<file path="src/verilog/cu_setup_pkg.sv">
// Setup stage package with address, data and count types, word size and FIFO sizing
package cu_setup_pkg;

    // -------------------------------------------------------------------------
    // Bus widths
    // -------------------------------------------------------------------------

    // Byte address of one memory word
    localparam int ADDR_W = 32;

    // One memory response word
    localparam int DATA_W = 64;

    // Word count carried by a descriptor
    localparam int COUNT_W = 16;

    typedef logic [ADDR_W-1:0] addr_t;

    typedef logic [DATA_W-1:0] data_t;

    typedef logic [COUNT_W-1:0] count_t;

    // -------------------------------------------------------------------------
    // Memory layout
    // -------------------------------------------------------------------------

    // Bytes per memory word, also the step between two consecutive requests
    localparam int WORD_BYTES = 8;

    // -------------------------------------------------------------------------
    // FIFO sizing
    // -------------------------------------------------------------------------

    // Entries per FIFO, same for request and response paths
    localparam int FIFO_DEPTH = 32;

    // Fill level at or above which prog_full is raised
    // Must leave headroom for the few writes in flight after a pause
    localparam int PROG_THRESH = 16;

    // Read and write pointer width
    localparam int FIFO_PTR_W = $clog2(FIFO_DEPTH);

    // Occupancy counter width, one more state than the pointer for full
    localparam int FIFO_CNT_W = $clog2(FIFO_DEPTH + 1);

    // -------------------------------------------------------------------------
    // Setup sequencer states
    // -------------------------------------------------------------------------

    // RESET   first cycle out of reset
    // IDLE    waiting for a registered descriptor
    // START   engine load, held until the engine leaves done
    // BUSY    addresses are being generated
    // PAUSE   generation held while a FIFO is past its threshold
    // DONE    all requests generated and drained
    typedef enum logic [2:0] {
        RESET = 3'd0,
        IDLE  = 3'd1,
        START = 3'd2,
        BUSY  = 3'd3,
        PAUSE = 3'd4,
        DONE  = 3'd5
    } setup_state_t;

endpackage

</file>
<file path="src/verilog/packet_fifo.sv">
// Packet FIFO, synchronous circular buffer with registered pop and programmable full
`timescale 1ns/10ps

module packet_fifo #(
    parameter type payload_t = cu_setup_pkg::addr_t
) (
    input  logic     ap_clk,
    input  logic     areset_cu_setup,
    input  logic     wr_en,
    input  payload_t din,
    input  logic     rd_en,
    output payload_t dout,
    output logic     valid,
    output logic     empty,
    output logic     prog_full
);
    import cu_setup_pkg::*;

    // Pointer advance with wrap at the last entry
    function automatic logic [FIFO_PTR_W-1:0] ptr_inc(input logic [FIFO_PTR_W-1:0] ptr);
        if (ptr == FIFO_PTR_W'(FIFO_DEPTH - 1)) begin
            return '0;
        end
        return ptr + 1'b1;
    endfunction

    payload_t              mem [FIFO_DEPTH];
    logic [FIFO_PTR_W-1:0] wr_ptr;
    logic [FIFO_PTR_W-1:0] rd_ptr;
    logic [FIFO_CNT_W-1:0] fill;
    logic                  full;
    logic                  do_write;
    logic                  do_read;

    // -------------------------------------------------------------------------
    // Fill state
    // -------------------------------------------------------------------------
    assign full      = (fill == FIFO_CNT_W'(FIFO_DEPTH));
    assign empty     = (fill == '0);
    assign prog_full = (fill >= FIFO_CNT_W'(PROG_THRESH));

    // Writes into a full buffer are dropped, reads from an empty one ignored
    assign do_write = wr_en & ~full;
    assign do_read  = rd_en & ~empty;

    // -------------------------------------------------------------------------
    // Pointers and occupancy
    // -------------------------------------------------------------------------
    always_ff @(posedge ap_clk) begin
        if (areset_cu_setup) begin
            wr_ptr <= '0;
            rd_ptr <= '0;
            fill   <= '0;
            valid  <= 1'b0;
        end else begin
            if (do_write) begin
                wr_ptr <= ptr_inc(wr_ptr);
            end
            if (do_read) begin
                rd_ptr <= ptr_inc(rd_ptr);
            end
            case ({do_write, do_read})
                2'b10:   fill <= fill + 1'b1;
                2'b01:   fill <= fill - 1'b1;
                default: fill <= fill;
            endcase
            // dout is valid the cycle after the pop
            valid <= do_read;
        end
    end

    // -------------------------------------------------------------------------
    // Storage and registered read port
    // -------------------------------------------------------------------------
    always_ff @(posedge ap_clk) begin
        if (do_write) begin
            mem[wr_ptr] <= din;
        end
        if (do_read) begin
            dout <= mem[rd_ptr];
        end
    end

endmodule

</file>
<file path="src/verilog/read_request_engine.sv">
// Serial read engine, expands a base address and word count into word addresses
`timescale 1ns/10ps

module read_request_engine (
    input  logic                 ap_clk,
    input  logic                 areset_cu_setup,
    input  logic                 start,
    input  logic                 run,
    input  cu_setup_pkg::addr_t  base,
    input  cu_setup_pkg::count_t count,
    output logic                 gen_valid,
    output cu_setup_pkg::addr_t  gen_addr,
    output logic                 gen_done
);
    import cu_setup_pkg::*;

    // Address of the next word to request
    addr_t  next_addr;

    // Words still to be generated
    count_t remaining;

    logic   last_word;

    // -------------------------------------------------------------------------
    // Request output
    // -------------------------------------------------------------------------

    // One address per cycle while running and words remain.
    // The FIFO takes gen_valid and gen_addr as write enable and write data
    assign gen_valid = run & ~start & (remaining != '0);
    assign gen_addr  = next_addr;

    // Last word leaves this cycle
    assign last_word = gen_valid & (remaining == count_t'(1));

    // -------------------------------------------------------------------------
    // Word counter and done flag
    // -------------------------------------------------------------------------
    always_ff @(posedge ap_clk) begin
        if (areset_cu_setup) begin
            remaining <= '0;
            gen_done  <= 1'b1;
        end else if (start) begin
            remaining <= count;
            // Nothing to do for an empty descriptor
            gen_done  <= (count == '0);
        end else if (gen_valid) begin
            remaining <= remaining - count_t'(1);
            if (last_word) begin
                gen_done <= 1'b1;
            end
        end
    end

    // -------------------------------------------------------------------------
    // Address stepping
    // -------------------------------------------------------------------------

    // Fixed stride of one word
    always_ff @(posedge ap_clk) begin
        if (start) begin
            next_addr <= base;
        end else if (gen_valid) begin
            next_addr <= next_addr + addr_t'(WORD_BYTES);
        end
    end

endmodule

</file>
<file path="src/verilog/setup_sequencer.sv">
// Setup sequencer, FSM that starts, pauses and completes the read request engine
`timescale 1ns/10ps

module setup_sequencer (
    input  logic                 ap_clk,
    input  logic                 areset_cu_setup,
    input  logic                 descriptor_valid,
    input  cu_setup_pkg::addr_t  descriptor_base,
    input  cu_setup_pkg::count_t descriptor_count,
    input  logic                 gen_done,
    input  logic                 req_prog_full,
    input  logic                 rsp_prog_full,
    input  logic                 req_empty,
    output logic                 start,
    output logic                 run,
    output cu_setup_pkg::addr_t  base,
    output cu_setup_pkg::count_t count,
    output logic                 setup_done
);
    import cu_setup_pkg::*;

    logic         descriptor_valid_reg;
    logic         back_pressure;
    logic         drained;
    setup_state_t current_state;
    setup_state_t next_state;

    // -------------------------------------------------------------------------
    // Descriptor input register
    // -------------------------------------------------------------------------
    always_ff @(posedge ap_clk) begin
        if (areset_cu_setup) begin
            descriptor_valid_reg <= 1'b0;
        end else begin
            descriptor_valid_reg <= descriptor_valid;
        end
    end

    // Base and count held stable by the source while valid is high
    always_ff @(posedge ap_clk) begin
        base  <= descriptor_base;
        count <= descriptor_count;
    end

    // Either FIFO past its threshold
    assign back_pressure = req_prog_full | rsp_prog_full;

    // Everything generated and popped by the reader
    assign drained = gen_done & req_empty;

    // -------------------------------------------------------------------------
    // State register
    // -------------------------------------------------------------------------
    always_ff @(posedge ap_clk) begin
        if (areset_cu_setup) begin
            current_state <= RESET;
        end else begin
            current_state <= next_state;
        end
    end

    // -------------------------------------------------------------------------
    // Next state
    // -------------------------------------------------------------------------
    always_comb begin
        next_state = current_state;
        case (current_state)
            RESET: begin
                next_state = IDLE;
            end
            IDLE: begin
                if (descriptor_valid_reg) begin
                    next_state = START;
                end
            end
            START: begin
                // A zero count never clears gen_done, so move on directly
                if (~gen_done || count == '0) begin
                    next_state = BUSY;
                end
            end
            BUSY: begin
                if (drained) begin
                    next_state = DONE;
                end else if (back_pressure) begin
                    next_state = PAUSE;
                end
            end
            PAUSE: begin
                if (~back_pressure) begin
                    next_state = BUSY;
                end
            end
            DONE: begin
                // hold until the descriptor is withdrawn
                if (~descriptor_valid_reg) begin
                    next_state = IDLE;
                end
            end
            default: begin
                next_state = RESET;
            end
        endcase
    end

    // -------------------------------------------------------------------------
    // Engine control and completion
    // -------------------------------------------------------------------------

    // Load pulse, drops as soon as the engine leaves done
    assign start = (current_state == START) & gen_done;

    // Generation already runs in the cycle after the load
    assign run = (current_state == BUSY) | ((current_state == START) & ~gen_done);

    assign setup_done = (current_state == DONE);

endmodule

</file>
<file path="src/verilog/cu_setup_top.sv">
// Compute unit setup stage top, sequencer, address engine and request and response FIFOs
`timescale 1ns/10ps

module cu_setup_top (
    input  logic                 ap_clk,
    input  logic                 areset_cu_setup,
    input  logic                 descriptor_valid,
    input  cu_setup_pkg::addr_t  descriptor_base,
    input  cu_setup_pkg::count_t descriptor_count,
    input  logic                 request_rd_en,
    output logic                 request_valid,
    output cu_setup_pkg::addr_t  request_addr,
    input  logic                 response_valid,
    input  cu_setup_pkg::data_t  response_data,
    input  logic                 response_rd_en,
    output logic                 response_out_valid,
    output cu_setup_pkg::data_t  response_out_data,
    output logic                 setup_done
);
    import cu_setup_pkg::*;

    // Sequencer to engine
    logic   seq_start;
    logic   seq_run;
    addr_t  seq_base;
    count_t seq_count;

    // Engine to request FIFO
    logic   gen_valid;
    addr_t  gen_addr;
    logic   gen_done;

    // FIFO fill state back to the sequencer
    logic   req_empty;
    logic   req_prog_full;
    logic   rsp_prog_full;

    // Registered memory response
    logic   response_valid_reg;
    data_t  response_data_reg;

    // -------------------------------------------------------------------------
    // Sequencer and address engine
    // -------------------------------------------------------------------------
    setup_sequencer sequencer (
        .ap_clk           (ap_clk),
        .areset_cu_setup  (areset_cu_setup),
        .descriptor_valid (descriptor_valid),
        .descriptor_base  (descriptor_base),
        .descriptor_count (descriptor_count),
        .gen_done         (gen_done),
        .req_prog_full    (req_prog_full),
        .rsp_prog_full    (rsp_prog_full),
        .req_empty        (req_empty),
        .start            (seq_start),
        .run              (seq_run),
        .base             (seq_base),
        .count            (seq_count),
        .setup_done       (setup_done)
    );

    read_request_engine engine (
        .ap_clk          (ap_clk),
        .areset_cu_setup (areset_cu_setup),
        .start           (seq_start),
        .run             (seq_run),
        .base            (seq_base),
        .count           (seq_count),
        .gen_valid       (gen_valid),
        .gen_addr        (gen_addr),
        .gen_done        (gen_done)
    );

    // -------------------------------------------------------------------------
    // Request path
    // -------------------------------------------------------------------------
    packet_fifo #(
        .payload_t (addr_t)
    ) request_fifo (
        .ap_clk          (ap_clk),
        .areset_cu_setup (areset_cu_setup),
        .wr_en           (gen_valid),
        .din             (gen_addr),
        .rd_en           (request_rd_en),
        .dout            (request_addr),
        .valid           (request_valid),
        .empty           (req_empty),
        .prog_full       (req_prog_full)
    );

    // -------------------------------------------------------------------------
    // Response path
    // -------------------------------------------------------------------------

    // Input register ahead of the FIFO write
    always_ff @(posedge ap_clk) begin
        if (areset_cu_setup) begin
            response_valid_reg <= 1'b0;
        end else begin
            response_valid_reg <= response_valid;
        end
    end

    always_ff @(posedge ap_clk) begin
        response_data_reg <= response_data;
    end

    // Empty flag not needed here, the consumer pop is gated inside the FIFO
    packet_fifo #(
        .payload_t (data_t)
    ) response_fifo (
        .ap_clk          (ap_clk),
        .areset_cu_setup (areset_cu_setup),
        .wr_en           (response_valid_reg),
        .din             (response_data_reg),
        .rd_en           (response_rd_en),
        .dout            (response_out_data),
        .valid           (response_out_valid),
        .empty           (),
        .prog_full       (rsp_prog_full)
    );

endmodule

</file>
<file path="config.mk">
export PLATFORM = sky130hd
export DESIGN_NAME = cu_setup_top
export DESIGN_NICKNAME = d
export VERILOG_FILES = /design/src/verilog/cu_setup_pkg.sv /design/src/verilog/packet_fifo.sv /design/src/verilog/read_request_engine.sv /design/src/verilog/setup_sequencer.sv /design/src/verilog/cu_setup_top.sv
export SDC_FILE = /design/constraint.sdc
export NUM_CORES = 2
export LEC_CHECK = 0
export BUFFER_PORTS_ARGS = -buffer_cell sky130_fd_sc_hd__buf_2
export CAP_MARGIN = 10
export CORE_MARGIN = 2
export CORE_UTILIZATION = 40
export DETAILED_ROUTE_END_ITERATION = 8
export PLACE_DENSITY = 0.68
export SLEW_MARGIN = 15
export SYNTH_ARGS = -nofsm -noshare
export SYNTH_HDL_FRONTEND = slang
export SYNTH_HIERARCHICAL = 1
export SYNTH_SLANG_ARGS = --single-unit
</file>
<file path="constraint.sdc">
create_clock -name ap_clk -period 3.85 [get_ports ap_clk]
set_input_delay 0.1925 -clock ap_clk [delete_from_list [all_inputs] [get_ports ap_clk]]
set_output_delay 0.1925 -clock ap_clk [all_outputs]
set_load 0.005 [all_outputs]
</file>
# Yosys cells after proc, flatten, opt, wreduce, memory -nomap -nowiden
# Memory sizes are Yosys's and may differ from the RTL's. A register that Yosys moved wholly into a read port is not among the register bits.
# Index checks and enable logic that the tools add are counted.
word_totals:
  inputBits: 118
  latchBits: 0
  ramBits: 3072
  elab_cells: 122
  output_inout_bits: 99
  regBits: 200
  mem_bits_ro: 0
  mem_count: 2
op_classes:
  div_mod_pow: 0
  eq_ne: 21
  n_addsub: 10
  magnitude_cmp: 2
  n_reduce_logical: 12
  n_shift: 0
  mul: 0
  n_bitwise: 18
  n_mux: 40
memory_table:
  columns: ["name", "depth", "word_bits", "rd", "rd_clocked_by_memory_dff", "write_ports", "line", "text"]
  rows:
  - ["response_fifo.mem", 32, 64, 1, 1, 1, "packet_fifo.sv:27", "payload_t mem [FIFO_DEPTH];"]
  - ["request_fifo.mem", 32, 32, 1, 1, 1, "packet_fifo.sv:27", null]
op_table:
  columns: ["cell", "n"]
  rows:
  - ["$mux 32", 2]
  - ["$mux 5", 8]
  - ["$add 32x4->32 const B", 1]
  - ["$mux 16", 2]
  - ["$pmux 6 s2", 2]
  - ["$add 5x1->5 const B", 4]
  - ["$eq 5x5->1 const B", 4]
  - ["$mux 1", 19]
  - ["$mux 3", 6]
  - ["$pmux 3 s6", 1]
  - ["$eq 16x1->1 const B", 1]
  - ["$logic_not 16->1", 1]
  - ["$reduce_bool 16->1", 1]
  - ["$sub 16x1->16 const B", 1]
  - ["$add 6x1->6 const B", 2]
  - ["$eq 6x6->1 const B", 2]
  - ["$ge 6x5->1 const B", 2]
  - ["$logic_not 6->1", 2]
  - ["$sub 6x1->6 const B", 2]
  - ["$and 1x1->1", 10]
  - ["$reduce_bool 2->1", 4]
  - ["$eq 3x2->1 const B", 2]
  - ["$eq 3x3->1 const B", 2]
  - ["$not 1->1", 6]
  - ["11 further kinds", 16]

# Depth between registers and ports, before layout
logic_depth:
  depth_word: 9
  mapped_depth: 17
  ltp_nobuf: 15

# Hierarchy
# Netlist, hierarchy kept.
modules_own_cells:
  columns: ["module", "cells_each", "area_per_inst_um2", "n_inst", "seq_area_each_um2"]
  rows:
  - ["packet_fifo at response_fifo", 3544, 80169.4, 1, 63761.2]
  - ["packet_fifo at request_fifo", 1872, 40796.6, 1, 32050.7]
  - ["read_request_engine", 350, 3126.7, 1, 1301.2]
  - ["cu_setup_top", 66, 1315.0, 1, 1301.2]
  - ["setup_sequencer", 82, 1239.9, 1, 1041.0]

# Worst setup path after synthesis
# OpenSTA, ideal clock, no wires.
synth_timing:
  path_type: "flip-flop to flip-flop"
  from: "register response_fifo.wr_ptr[4]"
  to: "memory response_fifo/mem[16][0] (netlist bit) (enable)"
  required_time_ns: 3.363
  arrival_time_ns: 3.740
  synth_period_minus_slack_ns: 4.227
  n_path_buf: 1
  setup_ns: 0.487
  path_slack_ns: -0.377
  stages_incl_launch_ff: 4
  path_cell_list: "dfxtp_1 > clkbuf_1 > or3b_2 > nor2_1"
synth_lines:
  columns: ["item", "line", "text"]
  rows:
  - ["start, declared", "packet_fifo.sv:28", "logic [FIFO_PTR_W-1:0] wr_ptr;"]
  - ["start signal, assigned", "packet_fifo.sv:57", "wr_ptr <= ptr_inc(wr_ptr);"]
  - ["end, declared", "packet_fifo.sv:27", null]
# Straight into the memory's write port.

# Worst setup path in the final report
layout_timing:
  from: "register engine.remaining[0]"
  to: "register request_fifo.fill[5]"
layout_via:
  elab_chain_cells: 5
  elab_cells_between_ends: 7
  classes_between: "2 x eq/ne; 1 x mux; 2 x bitwise; 2 x reduce/logical"
layout_lines:
  columns: ["item", "line", "text"]
  rows:
  - ["start, declared", "read_request_engine.sv:21", "count_t remaining;"]
  - ["start signal, assigned", "read_request_engine.sv:45", "remaining <= count;"]
  - ["start signal, assigned", "read_request_engine.sv:49", "remaining <= remaining - count_t'(1);"]
  - ["$reduce_bool 16->1 *", "read_request_engine.sv:31", "assign gen_valid = run & ~start & (remaining != '0);"]
  - ["$and 1x1->1 *", "read_request_engine.sv:31", null]
  - ["net gen_valid", "cu_setup_top.sv:29", "logic gen_valid;"]
  - ["$and 1x1->1 *", "packet_fifo.sv:43", "assign do_write = wr_en & ~full;"]
  - ["$eq 2x1->1 or $eq 2x2->1 (tied branches)", "packet_fifo.sv:62", "case ({do_write, do_read})"]
  - ["$pmux 6 s2 or $reduce_bool 2->1 (tied branches)", null, null]
  - ["end signal, assigned", "packet_fifo.sv:63", "2'b10: fill <= fill + 1'b1;"]
  - ["end signal, assigned", "packet_fifo.sv:64", "2'b01: fill <= fill - 1'b1;"]
  - ["end signal, assigned", "packet_fifo.sv:65", "default: fill <= fill;"]
  - ["end, declared", "packet_fifo.sv:30", "logic [FIFO_CNT_W-1:0] fill;"]
# The timed path passes the listed nets; every way through them passes the cells marked *.
# A chain may end at the register's enable or synchronous reset.

==> impl_metrics.toml <==
[pwr]
p_switching_mw = 20.4
swShare_pct = 23.8
power.density_nw_per_um2 = 579
seq_power_share_pct = 49.2
power_frac_comb_pct = 12.2
finalPower_mw = 85.7
ir_drop_v = 0.000531
cell_internal_pwr_mw = 65.3
cellLeakagePower_nw = 45.5
p_clk_share_pct = 38.6

[synth]
synth.net_count = 6060
yosys_warnings = 6
avgSynthCellArea_sq_um = 21.4
synthesis.area_sq_um = 127000
postSynthCellCount = 5913

[drt]
via_per_inst = 5.78
wirelength_microns = 316000
drt.antenna.violating_nets = 0
detail_route.wl_per_cell_microns = 28.5
vias = 64000
drc = 0
drt_iter0_markers = 7185
firstDrtPassIters = 6

[grt]
grt_use_total_pct = 19.3
antenna_found_initial = 14
gr-total-overflow = 0
grt_pass1_wl_microns = 456000
grt_max_degree = 103
grt_pass1_vias = 65200

[setup_path]
cpMostUsedCell = "ha_1"
crit_fanout = 9
cp_num_buf_inv = 2
startpoint_type = "register"
end_kind = "register"
cp_top_family = "simple AND/OR/NAND/NOR gates"
cp_slowest_stage_delay_ns = 0.64
crit_type = "register to register"
path_cells = "inv_1, ha_1, nor3b_1, nand4_1, nand2_1, nor2_1, o31a_4, clkinv_4, ha_1, ha_1, or4b_2, a21oi_1, nand4b_1, mux2_2"
arrival_ns = 4.40
critPathSlowestCell = "or4b_2"
crit_required_ns = 4.63

[clock_tree]
clk_pin_slew_ns = 0.06
h-tree-depth = 5
cts_tree = "yes"
ctsResizeCount = 0
numCtsBuffers = 345
clkLatencyLatePin_ns = 0.96
clockBufferDepth = 4
post_cts_buffers = 0
cts_root_buffer = "clkbuf_16"
cts.sinks = 3368

[sta]
maxSlewViolCount = 0
worstMarginPinSlew_ns = 1.16
post-route-min-period_ns = 3.63
max_freq_mhz = 276
finalSetupViolCount = 0
final_hold_viol_count = 0
period_share_pct = 94.2
relSlewSlack_pct = 23.0
fin_worst_skew_ns = 0.0722
holdWs_ns = 0.0451
rsz0062_at_grt = "false"

[layout]
top_regs = "response_fifo/mem x2048, request_fifo/mem x1024"
nets = 6765
drive_above_1_share_pct = 24.6
instances_no_fill = 11100
areaGrowthSynthToFinish_pct = 16.9
regMostFlops = "response_fifo/mem"
largest_register_ffs = 2048

[hold_path]
holdCritPathClass = "primary input to register"

[floorplan]
die_x_microns = 567
core_sq_um = 315000
fp.dieArea_sq_um = 321000
io_pins = 217
start_util_pct = 40.2
dieHeight_microns = 567
rows = 206

[place]
dpl.hpwl_microns = 174000
portBuffers = 216
gp_congestion = 0.793
dp.cells = 10200

[flow_run]
cap_violations = 0

[outcome]
status = "completed"
[routing by layer]
metal  up-vias  routed length (microns)  GRT usage [%]
met3       526                    23600           2.91
met4         0                    10500           6.56
met5         -                        0              0
met2      2889                   161000           33.1
li1      26400                        -              -
met1     34100                   121000           25.0
[final timing paths]
kind                                          from                            endpoint  slack [ns]  depth (start not counted)
setup reg to reg  engine/remaining[0]$_SDFFE_PP0P_   request_fifo/fill[5]$_SDFFE_PP0P_        0.22                         14
setup / recovery  engine/remaining[0]$_SDFFE_PP0P_   request_fifo/fill[5]$_SDFFE_PP0P_        0.22                         14
hold / removal                  descriptor_base[5]           sequencer/base[5]$_DFF_P_        0.05                          2
hold reg to reg      response_data_reg[20]$_DFF_P_  response_fifo/mem[2][20]$_DFFE_PP_        0.48                          0
[layout by cell type, fill, tap and decap left out, types with 146 or more instances in the layout]
master,instances
dfxtp_1,152
mux2i_1,330
clkbuf_16,348
buf_2,216
edfxtp_1,3200
a22oi_1,216
dlygate4sd3_1,216
a21oi_1,146
mux4_2,605
buf_4,168
[worst reg2reg max path: stages, from the launching register on]
cell      delay (ns)
dfxtp_1         0.42
inv_1           0.09
ha_1            0.25
nor3b_1         0.17
nand4_1         0.13
nand2_1         0.10
nor2_1          0.22
o31a_4          0.26
clkinv_4        0.10
ha_1            0.31
ha_1            0.26
or4b_2          0.64
a21oi_1         0.12
nand4b_1        0.13
mux2_2          0.33
[area by class of cell]
class,instances,area (sq um)
multi-input combinational,2187,25800
sequential,3368,99500
timing repair buffer,686,6210
fill,25400,167000
antenna,14,35.0
clock inverter,199,2050
clock buffer,433,9190
tap,4160,5200
inverter,30,125
[power by group through the flow]
| stage | combinational (mW) | sequential (mW) | clock [mW] |
|---|---|---|---|
| floorplan | 7.80 | 42.3 | 0 |
| global placement | 10.2 | 42.9 | 0 |
| detailed placement | 10.4 | 43.0 | 0 |
| CTS | 10.6 | 42.2 | 33.6 |
| global route | 11.2 | 42.2 | 35.0 |
| finish | 10.5 | 42.1 | 33.1 |
[per-stage QoR]
| stage | worst slack [ns] | cell area [sq um] | setup TNS, ns | utilization [%] |
|---|---|---|---|---|
| 2_1_floorplan | -0.377 | 127000 | -441.90 | - |
| 3_5_place_dp | 0.276 | 135000 | 0 | 42.7 |
| 5_1_grt | 0.0537 | 148000 | 0 | 47.0 |
| 3_3_place_gp | 0.149 | 135000 | 0 | 42.7 |
| 6_report | 0.223 | 148000 | 0 | 47.0 |
| 4_1_cts | 0.238 | 148000 | 0 | 47.0 |
[timing repair]
item / CTS / global route
endpoints found under the setup margin: 0 / 0
hold buffers: 216 / 0
endpoints found under the hold margin: 141 / 0
(Power assumes the default switching activity.)
